$ cat src/hdl/sa_pkg.sv
package sa_pkg;

    // ----------------------------------------
    // array and memory sizes
    // ----------------------------------------
    localparam int NUM_ROW      = 4;
    localparam int NUM_COL      = 4;
    localparam int DATA_W       = 8;                      // operand width
    localparam int ACC_W        = 32;                     // accumulator width, wraps
    localparam int ADDR_W       = 6;
    localparam int BANK_DEPTH   = 1 << ADDR_W;
    localparam int ROW_IDX_W    = $clog2(NUM_ROW);

    // last read issue to last product landed
    localparam int SKEW_MAX     = NUM_ROW - 1;
    localparam int DRAIN_CYCLES = SKEW_MAX + 1 + NUM_ROW + NUM_COL - 1 + 2;
    localparam int DRAIN_W      = $clog2(DRAIN_CYCLES);

    // ----------------------------------------
    // vector types
    // ----------------------------------------
    typedef logic [DATA_W-1:0]    operand_t;
    typedef logic [ACC_W-1:0]     acc_t;
    typedef logic [ADDR_W-1:0]    addr_t;
    typedef logic [ROW_IDX_W-1:0] row_idx_t;

    typedef operand_t [NUM_ROW-1:0] row_vec_t;            // left lanes
    typedef operand_t [NUM_COL-1:0] col_vec_t;            // top lanes
    typedef acc_t     [NUM_COL-1:0] result_row_t;

    // ----------------------------------------
    // bundles
    // ----------------------------------------
    typedef struct packed {
        logic     en;
        addr_t    addr;
        row_vec_t data;
    } host_left_wr_t;

    typedef struct packed {
        logic     en;
        addr_t    addr;
        col_vec_t data;
    } host_top_wr_t;

    typedef struct packed {
        logic  rd_en;
        logic  valid;
        addr_t addr;
    } stream_cmd_t;

    typedef struct packed {
        logic     en;
        row_idx_t row;
    } wb_cmd_t;

    typedef enum logic [2:0] {
        ST_IDLE,
        ST_CLEAR,
        ST_STREAM,
        ST_DRAIN,
        ST_WRITEBACK,
        ST_DONE
    } ctrl_state_t;

endpackage

$ cat src/hdl/sa_controller.sv
module sa_controller (
    input  logic                 clk,
    input  logic                 rst_n,
    input  logic                 i_start,
    input  sa_pkg::addr_t        i_rd_start_addr,
    input  sa_pkg::addr_t        i_rd_end_addr,
    output sa_pkg::stream_cmd_t  o_cmd,
    output logic                 o_clear,
    output sa_pkg::wb_cmd_t      o_wb,
    output logic                 o_busy,
    output logic                 o_done
);

    sa_pkg::ctrl_state_t         state;
    sa_pkg::addr_t               addr_cnt;     // current read address
    sa_pkg::addr_t               end_addr;     // latched at start
    logic [sa_pkg::DRAIN_W-1:0]  drain_cnt;
    sa_pkg::row_idx_t            row_cnt;

    // ----------------------------------------
    // state and counters
    // ----------------------------------------
    always_ff @(posedge clk or negedge rst_n)
    begin
        if (!rst_n)
        begin
            state     <= sa_pkg::ST_IDLE;
            addr_cnt  <= '0;
            end_addr  <= '0;
            drain_cnt <= '0;
            row_cnt   <= '0;
        end
        else
        begin
            case (state)
                sa_pkg::ST_IDLE:
                begin
                    if (i_start)
                    begin
                        addr_cnt <= i_rd_start_addr;
                        end_addr <= i_rd_end_addr;
                        state    <= sa_pkg::ST_CLEAR;
                    end
                end
                sa_pkg::ST_CLEAR:
                begin
                    state <= sa_pkg::ST_STREAM;    // accumulators zeroed here
                end
                sa_pkg::ST_STREAM:
                begin
                    if (addr_cnt == end_addr)
                    begin
                        drain_cnt <= '0;
                        state     <= sa_pkg::ST_DRAIN;
                    end
                    else
                    begin
                        addr_cnt <= addr_cnt + 1'b1;
                    end
                end
                sa_pkg::ST_DRAIN:
                begin
                    if (drain_cnt == sa_pkg::DRAIN_W'(sa_pkg::DRAIN_CYCLES - 1))
                    begin
                        row_cnt <= '0;
                        state   <= sa_pkg::ST_WRITEBACK;
                    end
                    else
                    begin
                        drain_cnt <= drain_cnt + 1'b1;
                    end
                end
                sa_pkg::ST_WRITEBACK:
                begin
                    if (row_cnt == sa_pkg::row_idx_t'(sa_pkg::NUM_ROW - 1))
                        state <= sa_pkg::ST_DONE;
                    else
                        row_cnt <= row_cnt + 1'b1;    // one result row per cycle
                end
                sa_pkg::ST_DONE:
                begin
                    state <= sa_pkg::ST_IDLE;
                end
                default:
                begin
                    state <= sa_pkg::ST_IDLE;
                end
            endcase
        end
    end

    // ----------------------------------------
    // outputs
    // ----------------------------------------
    assign o_cmd.rd_en = (state == sa_pkg::ST_STREAM);
    assign o_cmd.valid = (state == sa_pkg::ST_STREAM);
    assign o_cmd.addr  = addr_cnt;
    assign o_clear     = (state == sa_pkg::ST_CLEAR);
    assign o_wb.en     = (state == sa_pkg::ST_WRITEBACK);
    assign o_wb.row    = row_cnt;
    assign o_busy      = (state != sa_pkg::ST_IDLE) && (state != sa_pkg::ST_DONE);
    assign o_done      = (state == sa_pkg::ST_DONE);

    // a new job only from idle
    a_start_idle : assert property (
        @(posedge clk) disable iff (!rst_n)
        i_start |-> state == sa_pkg::ST_IDLE
    );

    a_range_order : assert property (
        @(posedge clk) disable iff (!rst_n)
        i_start |-> i_rd_start_addr <= i_rd_end_addr
    );

endmodule

$ cat config.mk
export PLATFORM = sky130hd
export DESIGN_NAME = sa_controller
export DESIGN_NICKNAME = d
export VERILOG_FILES = /design/src/hdl/sa_pkg.sv /design/src/hdl/sa_controller.sv
export SDC_FILE = /design/constraint.sdc
export NUM_CORES = 1
export LEC_CHECK = 0
export ABC_AREA = 1
export BUFFER_PORTS_ARGS = -buffer_cell sky130_fd_sc_hd__buf_2
export CAP_MARGIN = 20
export CORE_UTILIZATION = 57
export CTS_CLUSTER_SIZE = 25
export DETAILED_ROUTE_END_ITERATION = 6
export GPL_ROUTABILITY_DRIVEN = 1
export GPL_TIMING_DRIVEN = 1
export PLACE_DENSITY_LB_ADDON = 0.25
export REMOVE_ABC_BUFFERS = 1
export SLEW_MARGIN = 20
export SYNTH_ARGS = -nofsm -noshare
export SYNTH_HDL_FRONTEND = slang
export SYNTH_SLANG_ARGS = --single-unit
$ cat constraint.sdc
create_clock -name clk -period 2.9 [get_ports clk]
set_input_delay 0.29 -clock clk [delete_from_list [all_inputs] [get_ports clk]]
set_output_delay 0.29 -clock clk [all_outputs]
set_load 0.02 [all_outputs]
======== Word-level counts from Yosys, hierarchy flattened ========
Index checks and enable logic that the tools add are counted.
Widths: inputs -> output; s select.
cells by class
  reductions and logical operators ........ 11
  muxes and demuxes ....................... 14
  add/sub/neg operators ................... 3
  eq/ne operators ......................... 16
operators by type and width
  operator             number
  $pmux 3 s5           1
  $mux 3               4
  $mux 6               2
  $pmux 6 s2           1
  $ne 2x2->1 const B   5
  $reduce_and 3->1     3
  $mux 4               2
  $pmux 4 s2           1
  $add 6x1->6 const B  1
  $eq 3x2->1 const B   2
  $eq 3x3->1 const B   2
  $eq 6x6->1           1
  $reduce_bool 2->1    3
  $add 4x1->4 const B  1
  $eq 4x4->1 const B   1
  $mux 2               2
  $ne 2x1->1 const B   2
  $pmux 2 s2           1
  $reduce_and 4->1     1
  $eq 3x1->1 const B   1
  $logic_not 3->1      1
  $ne 3x3->1 const B   1
  $reduce_bool 3->1    1
  $add 2x1->2 const B  1
  3 further kinds      3
storage, ports and cells
  word-level logic and storage cells ...... 49
  input port bits ......................... 15
  output and inout bits ................... 14
  flip-flop bits (word level) ............. 21

======== Longest topological paths before layout ========
  depth after elaboration ................. 3
  gate-level depth with buffers ........... 11
  mapped depth without buffers ............ 9

======== Worst setup path after synthesis ========
OpenSTA, ideal clock, no wires.
  kind .................................... flip-flop to output port
  from .................................... register state[0]
  to ...................................... output port o_busy
  data required time ...................... 2.610 ns
  buffers on the path ..................... 0
  data arrival time ....................... 1.141 ns
  cell stages (with the launch flop) ...... 6
  slack ................................... 1.469 ns
  path through ............................ dfrtp_1 > inv_1 > nor2_1 > inv_1 > nor2_1 > nor2_1
on the way
  longest elaborated chain between the ends .. 2
  elaborated cells on any way between the ends .. 3
  classes of those cells .................. eq/ne (1); reduce/logical (2)
ends and longest elaborated chain
  what                                                    RTL line              text
  start, declared                                         sa_controller.sv:14   sa_pkg::ctrl_state_t state;
  start signal, assigned                                  sa_controller.sv:27   state <= sa_pkg::ST_IDLE;
  start signal, assigned                                  sa_controller.sv:42   state <= sa_pkg::ST_CLEAR;
  start signal, assigned                                  sa_controller.sv:47   state <= sa_pkg::ST_STREAM;
  $ne 3x3->1 / $reduce_bool 3->1 (equally long branches)  sa_controller.sv:101  assign o_busy = (state != sa_pkg::ST_IDLE) && (state != sa_pkg::ST_DONE);
  $logic_and 1x1->1 *                                     sa_controller.sv:101
  end, declared                                           sa_controller.sv:10   output logic o_busy,
Every way passes the cells marked *; elsewhere a longest branch is shown, timed or not.

======== Final worst setup path ========
Ends and elaborated chain as after synthesis.

==> results.cfg <==
[worst_setup_path]
crit_chain = inv_1 -> nor2_1 -> inv_1 -> nor2_1 -> nor2_1 -> buf_2
cp_slowest_cell = dfrtp_1
cpMostUsedCell = nor2_1
rr_startpoint = addr_cnt[2]
cp_top_family = flip-flops
crit_type = register to output port
required_ns = 2.61
start_kind = register
worstPathArrival_ns = 1.38
crit_path_max_incr_delay_ns = 0.49
cp_num_buf_inv = 3
startpoint = state[0]
cp_max_fo = 5
end_kind = output port

[sta]
max_freq_ghz = 0.598
min_period_ns = 1.67
setup_violations = 0
tns_ns = 0
post-route-period-util = 0.577
max-slew-margin-rel = 0.677
hold_violations = 0
drv_slew = 0
finClkSkew_ns = 0.00219
rsz0062_at_grt = false
max_slew.worst_pin.slew_ns = 0.485

[outcome]
outcome = finished, final reports clean

[clock_tree]
cts.sinks = 21
postCtsSetupBuffers = 0
clock_latency_ns = 0.29
cts_resized = 0
clk_pin_slew_ns = 0.11
cts_root_buf = clkbuf_4
cts_buffer_depth = 2
cts_tree = yes
cts_buffers = 3
h-tree-depth = 1

[floorplan]
initial_utilization = 0.632
die_w_um = 49.6
core_area_um2 = 2040
dieArea_um2 = 2460
num_io_pins = 29
num_rows = 16
die_h_um = 49.6

[logic_synthesis]
yosys_warnings = 0
synth_top_cell_by_area = dfrtp_1
yosys-top-cells-count = 68 x nand2_1, 21 x dfrtp_1, 20 x inv_1, 17 x nand3_1, 14 x nor2_1
synthArstFlopShare = 1.00
synthDistinctLibCells = 22
yosysMostFrequentCell = nand2_1
ys.flop_type = dfrtp_1
synth-edff-count = 0
synthTopCellsByArea = dfrtp_1 41%, nand2_1 20%, nand3_1 6.6%
syn-cell-area_um2 = 1290
synth_top_area_frac = 0.407
ys_ff_latch = 21
syn_inst = 180
syn_area_per_cell_um2 = 7.17
synth_seq_area_share = 0.407

[pwr]
switchingPower_uw = 796
p_comb_frac = 0.544
power_frac_seq = 0.368
total_power_mw = 1.57
p_int_uw = 779
switching_share = 0.505
p_leak_nw = 0.864
clockPowerShare = 0.088
p_per_area_nw_per_um2 = 1080
ir_worst_vdd_mv = 0.701

[cells_and_area]
layout-drive-gt1-share = 0.207
nNetsFinal = 228
num_antenna_cells = 0
area.growth.synth_to_final_pct = 13.5
nFillCells = 183

[route]
vias = 1186
drt_first_pass_iters = 4
routed_wl_um = 2630
drtIter0Drc = 18
vias_per_cell = 5.05
detail-route-antenna-nets = 0
wl_per_cell_um = 11.2
drc = 0

[run]
max_cap_viol_count = 0

[global_routing]
grt_pass1_wl_um = 4570
grt_pass1_vias = 1126
grt_overflow = 0
grt_max_degree = 22
antenna_found_initial = 0
grt_use_total = 0.237

[placed_design]
dpl.hpwl_um = 1940
io_buffer_count = 28
globalplace.congestion = 0.870

[min_path]
holdCritStartpoint = i_rd_end_addr[0]
hp-class = input pin to register
[routing by layer]
metal  GRT usage  up-vias  routed length, µm
li1            -      615                  -
met1       0.294      538               1170
met2       0.414       29               1340
met3      0.0247        4                 96
met4       0.100        0                 27
met5           0        -                  0
[sequential cells by signal, indices dropped and copies added (netlist names)]
name	count
addr_cnt	6
drain_cnt	4
end_addr	6
row_cnt	2
state	3
[logic make-up after synthesis]
family	after synthesis	share of synthesized area
buffers and inverters	28	0.0950
adders and majority gates	4	0.0388
DFF	21	0.407
and+or+nand+nor	108	0.361
xor gates and xnor gates	4	0.0272
AOI/OAI and AO/OA	15	0.0708
[through the flow]
step                instance area (µm²)  cells  worst slack [ns]  hold slack, ns   util
floorplan                          1250    175              1.32        -0.00559      -
global placement                   1430    230              1.44           0.274  0.699
detailed placement                 1430    230              1.38           0.279  0.699
CTS                                1460    235              1.23           0.225  0.717
global route                       1460    235              1.10           0.223  0.717
finish                             1460    235              1.23           0.234  0.717
[worst paths after layout]
kind	to	depth (start not counted)	slack [ns]
hold reg to reg	row_cnt[1]	2	0.53
min in group asynchronous	state[2]	2	0.47
hold / removal	end_addr[0]	3	0.23
max in group asynchronous	addr_cnt[4]	2	2.10
setup / recovery	o_busy	6	1.23
setup reg to reg	addr_cnt[3]	9	1.36
[power by group through the flow]
stage	clock (mW)	sequential, mW	combinational [mW]
after floorplan	0	0.612	0.588
after global placement	0	0.570	0.827
after detailed placement	0	0.583	0.856
after CTS	0.144	0.576	0.860
after global routing	0.159	0.599	0.977
final	0.139	0.579	0.857
[layout make-up]
cell class              count  area, µm²  area share
multi-input cells         131        642       0.438
flip-flops and latches     21        526       0.359
repair buffers             29        150       0.103
inverters                  23       86.3      0.0590
well taps                  27       33.8      0.0231
clock buffers               4       26.3      0.0179
[what timing repair did]
item / CTS / global route
setup endpoints to repair: 0 / 0
hold buffers: 1 / 0
hold endpoints to repair: 21 / 0
[worst reg2reg max path, cell delays in order (launching register included)]
cell	delay, ns
dfrtp_1	0.53
inv_1	0.09
nand2_1	0.07
nand2_1	0.05
nor2_1	0.08
nand3_1	0.08
nand2_2	0.20
nand2_1	0.19
nand2_1	0.10
nand2_1	0.05
[cell usage in the layout, fill, tap and decap left out, types with 4 or more instances in the layout]
master and count:
nand2_1 68, buf_2 28, nand2_2 4, inv_1 20, ha_1 4, dfrtp_1 21
nand3_1 17, nor2_1 14, o21ai_0 4, a21oi_1 7
No activity file was read; power rests on OpenSTA's default activity.
