==> config.mk <==
export PLATFORM = sky130hd
export DESIGN_NAME = operand_feeder
export DESIGN_NICKNAME = d
export VERILOG_FILES = /design/src/hdl/sa_pkg.sv /design/src/hdl/sram_bank.sv /design/src/hdl/operand_feeder.sv
export SDC_FILE = /design/constraint.sdc
export NUM_CORES = 2
export LEC_CHECK = 0
export BUFFER_PORTS_ARGS = -buffer_cell sky130_fd_sc_hd__buf_4
export CORE_MARGIN = 3
export CORE_UTILIZATION = 57
export CTS_CLUSTER_DIAMETER = 120
export DETAILED_ROUTE_END_ITERATION = 10
export GPL_TIMING_DRIVEN = 0
export PLACE_DENSITY_LB_ADDON = 0.08
export SLEW_MARGIN = 10
export SYNTH_ARGS = -nofsm -noshare
export SYNTH_HDL_FRONTEND = slang
export SYNTH_SLANG_ARGS = --single-unit
export TNS_END_PERCENT = 10
==> constraint.sdc <==
create_clock -name clk -period 2.44 [get_ports clk]
set_input_delay 0.122 -clock clk [delete_from_list [all_inputs] [get_ports clk]]
set_output_delay 0.122 -clock clk [all_outputs]
set_load 0.1 [all_outputs]
==> src/hdl/sa_pkg.sv <==
package sa_pkg;

    // ----------------------------------------
    // array and memory sizes
    // ----------------------------------------
    localparam int NUM_ROW      = 4;
    localparam int NUM_COL      = 4;
    localparam int DATA_W       = 8;                      // operand width
    localparam int ACC_W        = 32;                     // accumulator width, wraps
    localparam int ADDR_W       = 6;
    localparam int BANK_DEPTH   = 1 << ADDR_W;
    localparam int ROW_IDX_W    = $clog2(NUM_ROW);

    // last read issue to last product landed
    localparam int SKEW_MAX     = NUM_ROW - 1;
    localparam int DRAIN_CYCLES = SKEW_MAX + 1 + NUM_ROW + NUM_COL - 1 + 2;
    localparam int DRAIN_W      = $clog2(DRAIN_CYCLES);

    // ----------------------------------------
    // vector types
    // ----------------------------------------
    typedef logic [DATA_W-1:0]    operand_t;
    typedef logic [ACC_W-1:0]     acc_t;
    typedef logic [ADDR_W-1:0]    addr_t;
    typedef logic [ROW_IDX_W-1:0] row_idx_t;

    typedef operand_t [NUM_ROW-1:0] row_vec_t;            // left lanes
    typedef operand_t [NUM_COL-1:0] col_vec_t;            // top lanes
    typedef acc_t     [NUM_COL-1:0] result_row_t;

    // ----------------------------------------
    // bundles
    // ----------------------------------------
    typedef struct packed {
        logic     en;
        addr_t    addr;
        row_vec_t data;
    } host_left_wr_t;

    typedef struct packed {
        logic     en;
        addr_t    addr;
        col_vec_t data;
    } host_top_wr_t;

    typedef struct packed {
        logic  rd_en;
        logic  valid;
        addr_t addr;
    } stream_cmd_t;

    typedef struct packed {
        logic     en;
        row_idx_t row;
    } wb_cmd_t;

    typedef enum logic [2:0] {
        ST_IDLE,
        ST_CLEAR,
        ST_STREAM,
        ST_DRAIN,
        ST_WRITEBACK,
        ST_DONE
    } ctrl_state_t;

endpackage

==> src/hdl/sram_bank.sv <==
module sram_bank #(
    parameter int WIDTH = 8
) (
    input  logic              clk,
    input  logic              i_en,
    input  logic              i_we,
    input  sa_pkg::addr_t     i_addr,
    input  logic [WIDTH-1:0]  i_wr_data,
    output logic [WIDTH-1:0]  o_rd_data
);

    logic [WIDTH-1:0] mem [sa_pkg::BANK_DEPTH];

    // single port, write or registered read per cycle
    always_ff @(posedge clk)
    begin
        if (i_en)
        begin
            if (i_we)
            begin
                mem[i_addr] <= i_wr_data;
            end
            else
            begin
                o_rd_data <= mem[i_addr];    // holds while bank idle
            end
        end
    end

endmodule

==> src/hdl/operand_feeder.sv <==
module operand_feeder #(
    parameter int LANES = 4
) (
    input  logic                          clk,
    input  logic                          rst_n,
    input  logic                          i_busy,
    input  logic                          i_host_en,
    input  sa_pkg::addr_t                 i_host_addr,
    input  sa_pkg::operand_t [LANES-1:0]  i_host_data,
    input  sa_pkg::stream_cmd_t           i_cmd,
    output sa_pkg::operand_t [LANES-1:0]  o_data,
    output logic [LANES-1:0]              o_valid
);

    sa_pkg::stream_cmd_t lane_cmd [LANES];    // lane i command, i stages late

    assign lane_cmd[0] = i_cmd;

    genvar g;
    generate
        for (g = 0; g < LANES; g++)
        begin : g_lane
            logic          bank_en;
            logic          bank_we;
            sa_pkg::addr_t bank_addr;

            if (g > 0)
            begin : g_skew
                always_ff @(posedge clk or negedge rst_n)
                begin
                    if (!rst_n)
                        lane_cmd[g] <= '0;
                    else
                        lane_cmd[g] <= lane_cmd[g-1];
                end
            end

            // host owns the banks between jobs
            assign bank_en   = i_busy ? lane_cmd[g].rd_en : i_host_en;
            assign bank_we   = !i_busy && i_host_en;
            assign bank_addr = i_busy ? lane_cmd[g].addr : i_host_addr;

            sram_bank #(
                .WIDTH     (sa_pkg::DATA_W)
            ) bank_i (
                .clk       (clk),
                .i_en      (bank_en),
                .i_we      (bank_we),
                .i_addr    (bank_addr),
                .i_wr_data (i_host_data[g]),
                .o_rd_data (o_data[g])
            );

            always_ff @(posedge clk or negedge rst_n)
            begin
                if (!rst_n)
                    o_valid[g] <= 1'b0;
                else
                    o_valid[g] <= lane_cmd[g].valid;    // lines up with read data
            end
        end
    endgenerate

    // host writes must not collide with streaming reads
    a_no_host_wr_busy : assert property (
        @(posedge clk) disable iff (!rst_n)
        i_busy |-> !i_host_en
    );

endmodule

## Word level (Yosys, flattened, before mapping)

Memory sizes are Yosys's and may differ from the RTL's. A register that Yosys moved wholly into a read port is not among the register bits.
Cells that the tools add are included.

| operators by class | value |
|---|---|
| multiplexer cells | 17 |
| bitwise logic cells | 1 |
| reductions and logical operators | 6 |

Operators with widths:

| cell | count |
|---|---|
| 6-bit 2-to-1 mux | 4 |
| 1-bit 2-to-1 mux | 13 |
| 2-bit AND reduction | 4 |
| 1-bit logical AND | 1 |
| 1-bit logical NOT | 1 |
| 1-bit NOT | 1 |

| storage, ports and cells | value |
|---|---|
| register bits | 25 |
| RAM bits | 2048 |
| memories kept | 4 |

Memory list:

| name | words | bits a word | rd ports | clocked after memory_dff | write ports | line | RTL |
|---|---|---|---|---|---|---|---|
| g_lane[0].bank_i.mem | 64 | 8 | 1 | 1 | 1 | sram_bank.sv:12 | `logic [WIDTH-1:0] mem [sa_pkg::BANK_DEPTH];` |
| g_lane[1].bank_i.mem | 64 | 8 | 1 | 1 | 1 | sram_bank.sv:12 |  |
| g_lane[2].bank_i.mem | 64 | 8 | 1 | 1 | 1 | sram_bank.sv:12 |  |
| g_lane[3].bank_i.mem | 64 | 8 | 1 | 1 | 1 | sram_bank.sv:12 |  |

## Logic depth before layout (Yosys ltp)

| depth | value |
|---|---|
| depth in word-level cells | 5 |
| gate-level depth with buffers | 10 |

## Hierarchy

Synthesis repeated with hierarchy kept, for this count alone.

| unflattened totals | value |
|---|---|
| cell total of the unflattened synthesis | 4636 |
| area total of the unflattened synthesis | 82744.4 µm² |

Modules (own cells, without submodules):

| module | instances | cells each | area each (µm²) | sequential area each (µm²) |
|---|---|---|---|---|
| sram_bank | 4 | 1144 | 20428.3 | 15615.0 |
| operand_feeder | 1 | 60 | 1031.0 | 625.6 |

## Worst setup path before layout

OpenSTA, ideal clock, no wires.

| path | value |
|---|---|
| path kind | input to register |
| from | input port i_busy |
| to | memory g_lane[1].bank_i.mem[40][0], enable pin |
| setup time | 383 ps |
| arrival time | 2190 ps |
| path slack | -134 ps |
| cell stages on the path | 8 |
| buffers on the path | 4 |
| cell sequence | buf_6 > nor3_2 > a31oi_1 > buf_2 > buf_1 > nand2b_1 > clkbuf_1 > nor3_1 |

| on the way | value |
|---|---|
| word-level cells in the longest chain between the ends | 5 |
| elaborated cells between the ends (all ways) | 7 |
| those cells by class | mux: 5; reduce/logical: 2 |

Ends and longest elaborated chain:

| item | line | RTL |
|---|---|---|
| start, declared | operand_feeder.sv:6 | `input logic i_busy,` |
| 1-bit logical NOT | operand_feeder.sv:40 | `assign bank_we = !i_busy && i_host_en;` |
| 1-bit logical AND | operand_feeder.sv:40 |  |
| 1-bit 2-to-1 mux | sram_bank.sv:19 | `if (i_we)` |
| 1-bit 2-to-1 mux | sram_bank.sv:17 | `if (i_en)` |
| 1-bit 2-to-1 mux (not written as such) | sram_bank.sv:21 | `mem[i_addr] <= i_wr_data;` |
| end, declared | sram_bank.sv:12 |  |

Several ways; a longest one is shown, not always the timed one.

## Worst setup path after layout

| path | value |
|---|---|
| from | register lane_cmd[21] in the netlist's numbering |
| to | register g_lane[1].bank_i.o_rd_data[2], read port of g_lane[1].bank_i.mem (data pin) |

| on the way | value |
|---|---|
| word-level cells in the longest chain between the ends | 1 |

Ends and longest elaborated chain:

| item | line | RTL |
|---|---|---|
| start, declared | operand_feeder.sv:15 | `sa_pkg::stream_cmd_t lane_cmd [LANES];` |
| start signal, assigned by index | operand_feeder.sv:34 | `lane_cmd[g] <= lane_cmd[g-1];` |
| 6-bit 2-to-1 mux | operand_feeder.sv:41 | `assign bank_addr = i_busy ? lane_cmd[g].addr : i_host_addr;` |
| end, declared | sram_bank.sv:9 | `output logic [WIDTH-1:0] o_rd_data` |

No other way between the ends.

==> flow_metrics.tcl <==
set metrics [dict create \
    m1WireLength_mm 91.9 \
    reg2reg_depth 6 \
    hp-class "input port to register" \
    cp.required_ns 2.99 \
    min_period_ns 2.71 \
    status "finished with violations" \
    drive_above_1_share 0.215 \
    r2r_setup_slack_ns -0.27 \
    cp-end-kind "register" \
    cts_buffer_depth 3 \
    die_h_um 384 \
    finalCritPeriodShare 1.11 \
    syn_nets 4764 \
    synth_enable_flop_cells 2080 \
    clock_skew_ns 0.0227 \
    crit_path_max_fanout 10 \
    netlist_area_um2 81600 \
    worst-path-buf-inv 1 \
    place_inst 6689 \
    layout-area-overhead-vs-synth_pct 18.3 \
    row_count 138 \
    final_cell_mix "2,080 x edfxtp_1, 957 x mux2i_1, 502 x o22ai_1" \
    worstHoldStart "i_host_en" \
    postSynthAreaPerCell_um2 17.3 \
    slew_headroom 0.162 \
    grt_max_degree 65 \
    clock_sinks 2105 \
    antenna_found_initial 10 \
    dr_wl_met2_mm 105 \
    fp.dieW_um 384 \
    cts_buffers 204 \
    synth-seq-cells 2105 \
    r2r-start "lane_cmd[21]" \
    io_pins 86 \
    cp-start-kind "register" \
    die-area_um2 148000 \
    hold_depth 3 \
    drcViolationCount 0 \
    fin_ws_ns -0.273 \
    power.leakage_uw 0.0330 \
    tightestPinTransition_ns 1.26 \
    cpPeakStageDelay_ns 0.60 \
    vias 45944 \
    drt-total-wl_mm 226 \
    synth_cell_types 37 \
    worstPathArrival_ns 3.26 \
    dp_hpwl_mm 140 \
    max_freq_mhz 369 \
    cts_root_buf "clkbuf_16" \
    drtIter0Drc 5707 \
    critical_path.top_delay_family "simple AND/OR/NAND/NOR gates" \
    htree_levels 4 \
    cts_tree "done" \
    clk_latency_ns 0.83 \
    async_flop_share 0.0119 \
    hold_ws_ns 0.0763 \
    dr.max_layer_used "met5" \
    route.met3.wl_mm 22.3 \
    p_per_area_nw_per_um2 801 \
    hold-path-endpoint "g_lane[0].bank_i.mem[3][7]" \
    grt_overflow 0 \
    rsz0062_at_grt "yes" \
    core_area_um2 142000 \
    nets 5181 \
    drv_cap 0 \
    grt_pass1_wl_mm 317 \
    dp_slack_ns -1.89 \
    firstDrtPassIters 5 \
    antenna_left 0 \
    final_common_cell "edfxtp_1" \
    criticalPathCategory "register to register" \
    layoutNonFillerInstCount 7195 \
    finalHoldViolCount 0 \
    grt_use_total 0.302 \
    ys.flop_type "edfxtp_1" \
    clk_pin_slew_ns 0.06 \
    vdd_drop_max_v 0.000743 \
    timing.rr.end "g_lane[1].bank_i.o_rd_data[2]" \
    fin_setup_tns_ns -91.40 \
    ys_seq_area_frac 0.773 \
    post_drt_wl_per_cell_um 31.5 \
    yosysWarnings 0 \
    vias_per_cell 6.39 \
    port_buffers 83 \
    cp_cell_sequence "nand2_1, nand2_1, nand2_1, clkbuf_1, o21ai_1, or4_4" \
    grt_pass1_vias 44112 \
    cp_slowest_cell "or4_4" \
    critical_path.most_common_cell "nand2_1" \
    syn_inst 4714 \
    start_util 0.575 \
    setup_viol 1107 \
    drv_slew 0 \
    gp_congestion 0.901 \
    violations "setup timing" \
]
[tightest hold or removal path, cell delays in order]
cell	delay [ns]
buf_4	0.14
nand4_1	0.23
nor2_2	0.19
[per-layer routing]
layer / global-route usage / vias up
li1: - / 19646
met1: 0.435 / 23558
met2: 0.462 / 2330
met3: 0.0680 / 402
met4: 0.0998 / 8
met5: 0 / -
[worst max path at each step]
| stage | startpoint | slack, ns | cells after the start | to |
|---|---|---|---|---|
| 5_1_grt | lane_cmd[16] | -0.26 | 9 | g_lane[1].bank_i.o_rd_data[2] |
| 3_5_place_dp | i_host_addr[5] | -1.89 | 7 | g_lane[3].bank_i.mem[0][6] |
| 6_report | lane_cmd[21] | -0.27 | 6 | g_lane[1].bank_i.o_rd_data[2] |
| 3_3_place_gp | i_busy | -1.98 | 9 | g_lane[3].bank_i.mem[10][6] |
| 2_1_floorplan | i_busy | -0.03 | 9 | g_lane[2].bank_i.mem[6][0] |
| 4_1_cts | lane_cmd[16] | -0.28 | 9 | g_lane[1].bank_i.o_rd_data[6] |
[per-stage QoR]
step	util	instance area, um2	total power, uW
global route	0.680	96600	79200
finish	0.680	96600	77300
global placement	0.596	84600	45800
CTS	0.665	94300	76800
detailed placement	0.597	84700	45900
floorplan	-	81600	43600
[synthesized netlist by cell type, drive strengths merged, types with 3 or more instances]
cell / number / area, um2
nand2: 56 / 210
or4: 22 / 165
a21oi: 9 / 52.6
buf: 161 / 841
edfxtp: 2080 / 62500
nor3b: 4 / 40.0
o2111ai: 8 / 70.1
o21ai: 230 / 1150
nor3: 7 / 40.0
clkbuf: 112 / 420
o22ai: 522 / 3270
o31ai: 3 / 22.5
a31oi: 20 / 264
nor2: 371 / 1390
and2: 5 / 31.3
mux2i: 1028 / 10300
or3: 13 / 81.3
inv: 11 / 41.3
nand2b: 12 / 75.1
nand4: 6 / 37.5
dfrtp: 25 / 626
[repair_timing]
action                     in CTS  in global routing
hold buffers                   46                  0
buffers inserted               33                 37
resized for setup             718                410
hold endpoints to repair     2081                  0
cloned                          1                 11
setup endpoints to repair    1756               1772
pin swaps                      25                 61
[sequential cells by signal (all words and copies together), names as in the netlist]
register,cells
g_lane.bank_i.mem,2048
g_lane.bank_i.o_rd_data,32
lane_cmd,23
o_valid,2
[final cells by class]
class,instances,area (um2)
Sequential cell,2105,63100
Fill cell,9447,45400
Multi-Input combinational cell,2325,19500
Clock buffer,268,5570
Buffer,271,2740
Tap cell,1890,2360
Timing Repair Buffer,213,2290
Clock inverter,110,975
Inverter,11,41.3
Antenna cell,2,5.00
[power by group]
group,internal [uW],switching (uW),total [uW]
combinational,2180,4160,6340
clock,17800,13200,31000
sequential,39900,60.9,39900
total,59900,17500,77300
[cells by family after synthesis]
logic type / Yosys count / synth area share
buffers and inverters: 284 / 0.0160
muxes: 1028 / 0.126
AOI/OAI and AO/OA: 794 / 0.0593
DFF: 2105 / 0.773
and+or+nand+nor: 503 / 0.0260
Note: power is estimated with default switching activity, not from simulation.
