File: src/hdl/sa_pkg.sv
package sa_pkg;

    // ----------------------------------------
    // array and memory sizes
    // ----------------------------------------
    localparam int NUM_ROW      = 4;
    localparam int NUM_COL      = 4;
    localparam int DATA_W       = 8;                      // operand width
    localparam int ACC_W        = 32;                     // accumulator width, wraps
    localparam int ADDR_W       = 6;
    localparam int BANK_DEPTH   = 1 << ADDR_W;
    localparam int ROW_IDX_W    = $clog2(NUM_ROW);

    // last read issue to last product landed
    localparam int SKEW_MAX     = NUM_ROW - 1;
    localparam int DRAIN_CYCLES = SKEW_MAX + 1 + NUM_ROW + NUM_COL - 1 + 2;
    localparam int DRAIN_W      = $clog2(DRAIN_CYCLES);

    // ----------------------------------------
    // vector types
    // ----------------------------------------
    typedef logic [DATA_W-1:0]    operand_t;
    typedef logic [ACC_W-1:0]     acc_t;
    typedef logic [ADDR_W-1:0]    addr_t;
    typedef logic [ROW_IDX_W-1:0] row_idx_t;

    typedef operand_t [NUM_ROW-1:0] row_vec_t;            // left lanes
    typedef operand_t [NUM_COL-1:0] col_vec_t;            // top lanes
    typedef acc_t     [NUM_COL-1:0] result_row_t;

    // ----------------------------------------
    // bundles
    // ----------------------------------------
    typedef struct packed {
        logic     en;
        addr_t    addr;
        row_vec_t data;
    } host_left_wr_t;

    typedef struct packed {
        logic     en;
        addr_t    addr;
        col_vec_t data;
    } host_top_wr_t;

    typedef struct packed {
        logic  rd_en;
        logic  valid;
        addr_t addr;
    } stream_cmd_t;

    typedef struct packed {
        logic     en;
        row_idx_t row;
    } wb_cmd_t;

    typedef enum logic [2:0] {
        ST_IDLE,
        ST_CLEAR,
        ST_STREAM,
        ST_DRAIN,
        ST_WRITEBACK,
        ST_DONE
    } ctrl_state_t;

endpackage

File: src/hdl/mac_pe.sv
module mac_pe (
    input  logic             clk,
    input  logic             rst_n,
    input  logic             i_clear,
    input  sa_pkg::operand_t i_left,
    input  logic             i_left_valid,
    input  sa_pkg::operand_t i_top,
    input  logic             i_top_valid,
    output sa_pkg::operand_t o_right,
    output logic             o_right_valid,
    output sa_pkg::operand_t o_down,
    output logic             o_down_valid,
    output sa_pkg::acc_t     o_acc
);

    logic [2*sa_pkg::DATA_W-1:0] prod;

    assign prod = i_left * i_top;

    // operand forwarding, payload only
    always_ff @(posedge clk)
    begin
        o_right <= i_left;
        o_down  <= i_top;
    end

    always_ff @(posedge clk or negedge rst_n)
    begin
        if (!rst_n)
        begin
            o_right_valid <= 1'b0;
            o_down_valid  <= 1'b0;
            o_acc         <= '0;
        end
        else
        begin
            o_right_valid <= i_left_valid;
            o_down_valid  <= i_top_valid;
            if (i_clear)
                o_acc <= '0;
            else if (i_left_valid && i_top_valid)
                o_acc <= o_acc + sa_pkg::acc_t'(prod);    // wraps mod 2^32
        end
    end

endmodule

File: src/hdl/pe_array.sv
module pe_array (
    input  logic                          clk,
    input  logic                          rst_n,
    input  logic                          i_clear,
    input  sa_pkg::row_vec_t              i_left,
    input  logic [sa_pkg::NUM_ROW-1:0]    i_left_valid,
    input  sa_pkg::col_vec_t              i_top,
    input  logic [sa_pkg::NUM_COL-1:0]    i_top_valid,
    input  sa_pkg::wb_cmd_t               i_wb,
    output sa_pkg::result_row_t           o_row
);

    localparam int NR = sa_pkg::NUM_ROW;
    localparam int NC = sa_pkg::NUM_COL;

    // horizontal and vertical operand buses, one extra slot at the far edge
    sa_pkg::operand_t h_data [NR][NC+1];
    logic             h_vld  [NR][NC+1];
    sa_pkg::operand_t v_data [NR+1][NC];
    logic             v_vld  [NR+1][NC];
    sa_pkg::acc_t     acc    [NR][NC];

    genvar r, c;
    generate
        for (r = 0; r < NR; r++)
        begin : g_left_in
            assign h_data[r][0] = i_left[r];
            assign h_vld[r][0]  = i_left_valid[r];
        end

        for (c = 0; c < NC; c++)
        begin : g_top_in
            assign v_data[0][c] = i_top[c];
            assign v_vld[0][c]  = i_top_valid[c];
        end

        for (r = 0; r < NR; r++)
        begin : g_row
            for (c = 0; c < NC; c++)
            begin : g_col
                mac_pe pe_i (
                    .clk           (clk),
                    .rst_n         (rst_n),
                    .i_clear       (i_clear),
                    .i_left        (h_data[r][c]),
                    .i_left_valid  (h_vld[r][c]),
                    .i_top         (v_data[r][c]),
                    .i_top_valid   (v_vld[r][c]),
                    .o_right       (h_data[r][c+1]),
                    .o_right_valid (h_vld[r][c+1]),
                    .o_down        (v_data[r+1][c]),
                    .o_down_valid  (v_vld[r+1][c]),
                    .o_acc         (acc[r][c])
                );
            end
        end
    endgenerate

    // ----------------------------------------
    // readout row select
    // ----------------------------------------
    always_comb
    begin
        for (int k = 0; k < NC; k++)
        begin
            o_row[k] = acc[i_wb.row][k];
        end
    end

endmodule

File: config.mk
export PLATFORM = sky130hd
export DESIGN_NAME = pe_array
export DESIGN_NICKNAME = d
export VERILOG_FILES = /design/src/hdl/sa_pkg.sv /design/src/hdl/mac_pe.sv /design/src/hdl/pe_array.sv
export SDC_FILE = /design/constraint.sdc
export NUM_CORES = 2
export LEC_CHECK = 0
export BUFFER_PORTS_ARGS = -buffer_cell sky130_fd_sc_hd__buf_2
export CAP_MARGIN = 20
export CORE_MARGIN = 8
export CORE_UTILIZATION = 40
export DETAILED_ROUTE_END_ITERATION = 12
export GPL_ROUTABILITY_DRIVEN = 0
export SYNTH_ARGS = -nofsm -noshare
export SYNTH_HDL_FRONTEND = slang
export SYNTH_SLANG_ARGS = --single-unit
File: constraint.sdc
create_clock -name clk -period 4.35 [get_ports clk]
set_input_delay 0 -clock clk [delete_from_list [all_inputs] [get_ports clk]]
set_output_delay 0 -clock clk [all_outputs]
set_load 0.01 [all_outputs]
== After elaboration in Yosys (flattened, before gate mapping) ==
Cells that the tools add are included.

* Register bits after elaboration: 728
* Bits of input ports: 78
* Output and inout bits: 128
* Logic and storage cells: 165

* Add/sub/neg operators: 16
* Multipliers: 16
* Magnitude comparators: 1
* Multiplexer cells: 35
* Bitwise logic cells: 1
* Reduce and logical (&&, ||, !) cells: 32

{| class="wikitable"
|+ Operator list
! cell !! count
|-
| $mux 32 || 32
|-
| $add 32x16->32 || 16
|-
| $bmux 128 s2 || 1
|-
| $mul 8x8->16 || 16
|-
| $mux 128 || 2
|-
| $reduce_bool 2->1 || 16
|-
| $logic_and 1x1->1 || 16
|-
| $ge 3x3->1 const B || 1
|-
| $not 2->3 || 1
|}

== Longest topological paths before layout ==
* Depth in word-level cells: 4
* Mapped depth: 20
* Mapped depth without buffers: 18

== Hierarchy ==
A second synthesis with hierarchy kept.

* Cell total of the unflattened synthesis: 8617
* Area total of the unflattened synthesis: 78890.7 um^2

{| class="wikitable"
|+ Modules (own cells, without submodules)
! module !! instances !! cells an instance !! area each (um^2) !! sequential area each (um^2)
|-
| mac_pe at g_row[0].g_col[0].pe_i ... || 5 || 546 || 4804.6 || 1171.1
|-
| mac_pe at g_row[2].g_col[3].pe_i ... || 3 || 536 || 4790.8 || 1171.1
|-
| mac_pe at g_row[1].g_col[3].pe_i ... || 3 || 511 || 4648.2 || 1171.1
|-
| mac_pe at g_row[2].g_col[2].pe_i || 1 || 540 || 4802.1 || 1171.1
|-
| mac_pe at g_row[1].g_col[2].pe_i || 1 || 527 || 4722.0 || 1171.1
|-
| mac_pe at g_row[3].g_col[3].pe_i || 1 || 519 || 4658.2 || 1171.1
|-
| mac_pe at g_row[0].g_col[1].pe_i || 1 || 498 || 4608.2 || 1171.1
|-
| mac_pe at g_row[3].g_col[2].pe_i || 1 || 506 || 4563.1 || 1171.1
|-
| pe_array || 1 || 156 || 3196.8 || 0.0
|}

== Worst setup path after synthesis ==
No wires, ideal clock.

* Kind: register to register
* From: reg g_row[1].g_col[3].pe_i.o_down[0]
* To: reg g_row[2].g_col[3].pe_i.o_acc[16]
* Library setup time: 135 ps
* Arrival: 4599 ps
* Required time: 4215 ps
* Slack: -383 ps
* Stages on the path, launching flop included: 18
* Path buffers: 1
* Clock period less this slack: 4733 ps
* Cell sequence: dfxtp_1 -> clkbuf_1 -> nand2_1 -> fa_1 -> inv_1 -> fa_1 -> fa_1 -> inv_1 -> fa_1 -> inv_1 -> ha_1 -> or3_1 -> and4_1 -> a211o_1 -> o31a_1 -> a31oi_1 -> xor2_1 -> o31ai_1

* Cells in the longest elaborated chain, start to end: 4

{| class="wikitable"
|+ Ends and longest elaborated chain
! what !! RTL line !! text
|-
| start: declaration || mac_pe.sv:11 || <nowiki>output sa_pkg::operand_t o_down,</nowiki>
|-
| start signal: assignment || mac_pe.sv:24 || <nowiki>o_down <= i_top;</nowiki>
|-
| $mul 8x8->16 || mac_pe.sv:18 || <nowiki>assign prod = i_left * i_top;</nowiki>
|-
| $add 32x16->32 || mac_pe.sv:42 || <nowiki>o_acc <= o_acc + sa_pkg::acc_t'(prod);</nowiki>
|-
| $mux 32 || mac_pe.sv:41 || <nowiki>else if (i_left_valid && i_top_valid)</nowiki>
|-
| $mux 32 || mac_pe.sv:39 || <nowiki>if (i_clear)</nowiki>
|-
| end signal: assignment || mac_pe.sv:42 ||
|-
| end: declaration || mac_pe.sv:13 || <nowiki>output sa_pkg::acc_t o_acc</nowiki>
|}

Every way passes these cells. The select of a mux whose other input is x is not followed.
A chain may end at the register's enable or synchronous reset.

== Worst setup path after layout ==
* From: reg g_row[0].g_col[1].pe_i.o_right[2]
* To: reg g_row[0].g_col[2].pe_i.o_acc[24]

* Cells in the longest elaborated chain, start to end: 4

{| class="wikitable"
|+ Ends and longest elaborated chain
! what !! RTL line !! text
|-
| start: declaration || mac_pe.sv:9 || <nowiki>output sa_pkg::operand_t o_right,</nowiki>
|-
| start signal: assignment || mac_pe.sv:23 || <nowiki>o_right <= i_left;</nowiki>
|-
| $mul 8x8->16 || mac_pe.sv:18 ||
|-
| $add 32x16->32 || mac_pe.sv:42 ||
|-
| $mux 32 || mac_pe.sv:41 ||
|-
| $mux 32 || mac_pe.sv:39 ||
|-
| end signal: assignment || mac_pe.sv:42 ||
|-
| end: declaration || mac_pe.sv:13 ||
|}

Every way passes these cells. The select of a mux whose other input is x is not followed.

==> results by group <==
Global route
  • Largest net degree at the start of global routing: 140
  • First-pass GRT wire length: 375,000 um
  • Initial antenna violation count: 10
  • Vias in the first global route: 67,000
  • Grt ovf: 0
  • Total GRT Usage: 0.236

Clock tree
  • Clk Latency, worst-skew pair: 0.73 ns
  • Worst-path clk slew: 0.06 ns
  • Clk Tree Root Cell: clkbuf_16
  • CTS Buf Count: 92
  • CTS tree: built
  • Clock Sinks: 728
  • CTS H-Tree Depth: 3
  • Clock buffer depth: 3

STA
  • Minimum clock period: 4.69 ns
  • Final period util: 1.08
  • Peak Freq: 213 MHz
  • Sum of negative setup slack: -25.38 ns
  • Worst-Margin Slew: 1.39 ns
  • Final Hold Vio Count: 1
  • Clock Skew: 0.0288 ns
  • Worst hold slack: -0.00177 ns
  • Setup ws final: -0.340 ns
  • Setup violators final: 218
  • Rel. slew slack: 0.0717
  • Max-slew violation count: 0
  • RSZ-0062 raised after global routing: true

Critical path
  • Critical Path Source Type: register
  • Crit-path max FO: 7
  • Worst EP arrival: 5.30 ns
  • Reg-to-reg endpoint: g_row[0].g_col[2].pe_i.o_acc[24]
  • Critical path capture point type: register
  • Register-to-register path setup slack: -0.34 ns
  • Worst Path Required: 4.96 ns
  • Crit path from: g_row[0].g_col[1].pe_i.o_right[2]
  • WS Path Type: reg2reg
  • Reg2reg path depth: 16
  • Reg2reg start: g_row[0].g_col[1].pe_i.o_right[2]

Detailed routing
  • Remaining DRCs: 0
  • Initial drt markers: 4,500
  • Drt pass-1 iters: 6
  • Via-to-Cell Ratio: 5.29
  • Routed via count: 63,900
  • Final antenna-violating net count: 0
  • Post-Route WL: 243,000 um
  • WL per Instance: 20.1 um

Place
  • Buffers on Ports: 204
  • Dpl hpwl: 185,000 um

Min path
  • Min-delay worst type: in2async

Status
  • Outcome: complete, but fails checks
  • Failing checks: hold timing, setup timing

Flow run
  • Max Cap Violations: 0

Logic synthesis
  • Synth top area share: 0.215
  • Largest cells by area after synthesis: fa_1 22%, dfrtp_1 18%, ha_1 11%
  • Synth Area in Adders: 0.325
  • XOR/XNOR share of the synthesized area: 0.0218
  • Avg Cell Area, Syn: 9.07 um^2
  • Post-Synthesis Cell Area: 74,500 um^2
  • Largest family of logic cells by synthesized area: adder cells
  • Warnings from Yosys: 0
  • Number of synthesized flops with an enable pin: 0
  • Cell taking the most area after synthesis: fa_1
  • Ys async rst share: 0.736
  • Ys flop type: dfrtp_1
  • Post-synth cell types: 103
  • Mux contribution to synthesized area: 0.0462
  • Syn_nets: 9,748
  • Synth Area in Compound Gates: 0.107
  • Mapped Cells: 8,214
  • Post-Synth Simple-Gate Area: 0.174
  • Sequential area share after synthesis: 0.232
  • #FFs+latches synth: 728

Die
  • Die Y-Extent: 448 um
  • Core region area: 185,000 um^2
  • Die Area: 200,000 um^2
  • I/O pin cnt: 206
  • Initial Utilization: 0.402
  • Die W: 448 um
  • Cell Rows: 158

Cells and area
  • # fillers: 16,300
  • Share of post-route cells with drive strength above 1: 0.307
  • Most common cell after layout, fill and taps aside: inv_1
  • Fin nets: 11,000
  • Final core utilization: 0.531
  • Most frequent cells in the layout: 1,480 x inv_1, 939 x buf_4, 797 x nand2_1
  • Layout Area Growth over Synthesis: 32.1%

Pwr
  • Total power draw: 61.1 mW
  • Static Leak: 47.3 nW
  • Peak VDD IR: 451 uV
  • PwrDens: 621 nW/um^2
-- per-stage QoR --
step / instance area [um^2] / hold WS [ns] / setup WS (ns) / instances
after floorplan: 74800 / -0.296 / -0.0830 / 8214
after global placement: 85100 / 0.0570 / -0.625 / 11600
after detailed placement: 85100 / 0.0677 / -0.695 / 11600
after CTS: 94400 / 0.00539 / -0.330 / 12000
after global routing: 98400 / 0.0429 / -0.493 / 12100
final: 98400 / -0.00177 / -0.340 / 12100
-- state kept, by name, summed over array words and instances, names as in the netlist --
| name | count |
|---|---|
| g_row.g_col.pe_i.o_down | 96 |
| g_row.g_col.pe_i.o_down_valid | 12 |
| g_row.g_col.pe_i.o_right_valid | 12 |
| g_row.g_col.pe_i.o_acc | 512 |
| g_row.g_col.pe_i.o_right | 96 |
-- layout make-up --
cell class                 count  area (um^2)  share of cell area
antenna                        7         17.5            0.000178
tap                         2480         3100              0.0315
sequential                   728        17800               0.181
inverter                    1616         6070              0.0617
clock inverter                45          686             0.00697
timing repair buffer        1449        11800               0.120
clock buffer                 128         2660              0.0270
multi-input combinational   5626        56200               0.571
-- power by group --
group | total [mW] | internal [mW] | switching [mW]
registers | 8.42 | 7.44 | 0.979
clock network | 8.60 | 5.14 | 3.45
logic | 44.1 | 22.1 | 22.0
-- synth_stat cells (62+ instances only) --
library cell,count
a21oi_1,426
ha_1,656
dfrtp_1,536
dfxtp_1,192
nor2b_1,84
o21ai_0,177
a211oi_1,89
a21o_1,89
mux4_2,128
or3_1,65
fa_1,800
inv_1,1616
clkbuf_1,193
o21a_1,64
nor2_1,364
nand3_1,162
nand2_1,926
and3_1,70
and2_1,601
nor3_1,79
xor2_1,62
xnor2_1,123
-- worst max-delay path by stage --
stage                                                   to  slack (ns)  cells after the start
after floorplan           g_row[2].g_col[3].pe_i.o_acc[16]       -0.08                     16
after global placement    g_row[0].g_col[2].pe_i.o_acc[19]       -0.63                     15
after detailed placement  g_row[0].g_col[2].pe_i.o_acc[19]       -0.69                     15
after CTS                 g_row[2].g_col[3].pe_i.o_acc[16]       -0.33                     16
after global routing      g_row[2].g_col[3].pe_i.o_acc[24]       -0.49                     18
final                     g_row[0].g_col[2].pe_i.o_acc[24]       -0.34                     16
-- logic make-up (layout without fill, tap and decap cells) --
family                   after synthesis  in the layout
buffers and inverters               1861           3238
adder cells (fa/ha/maj)             1456           1456
other                                  0              7
multiplexers                         178            178
AND/OR/NAND/NOR                     2589           2589
AO/OA/AOI/OAI                       1217           1218
flip-flops                           728            728
XOR/XNOR                             185            185
-- critical path, stage by stage, from the launching register on --
cell     delay, ns
dfxtp_4       0.40
buf_6         0.14
buf_6         0.11
and2_4        0.15
fa_2          0.55
fa_2          0.45
fa_1          0.56
inv_2         0.04
fa_2          0.53
inv_2         0.04
ha_4          0.27
o21a_1        0.18
nand4_1       0.19
and3_4        0.25
o21ai_4       0.20
and3b_1       0.21
mux2_4        0.30
-- per-layer routing --
layer | track usage | wire (um) | share of wire | vias to the layer above
met3 | 0.0256 | 11300 | 0.047 | 485
met1 | 0.293 | 97200 | 0.40 | 32300
met2 | 0.409 | 120000 | 0.50 | 1797
met5 | 0 | 12 | 0.000049 | -
li1 | - | - | - | 29300
met4 | 0.115 | 13800 | 0.057 | 2
-- repair_timing --
item / CTS / global route
hold buffers: 79 / 1
setup endpoints to repair: 331 / 333
endpoints found under the hold margin: 651 / 1
gates cloned: 9 / 1
pin swaps: 480 / 619
buffers inserted: 165 / 128
gates resized for setup: 1005 / 817
Power figures use the tool's default switching activity.
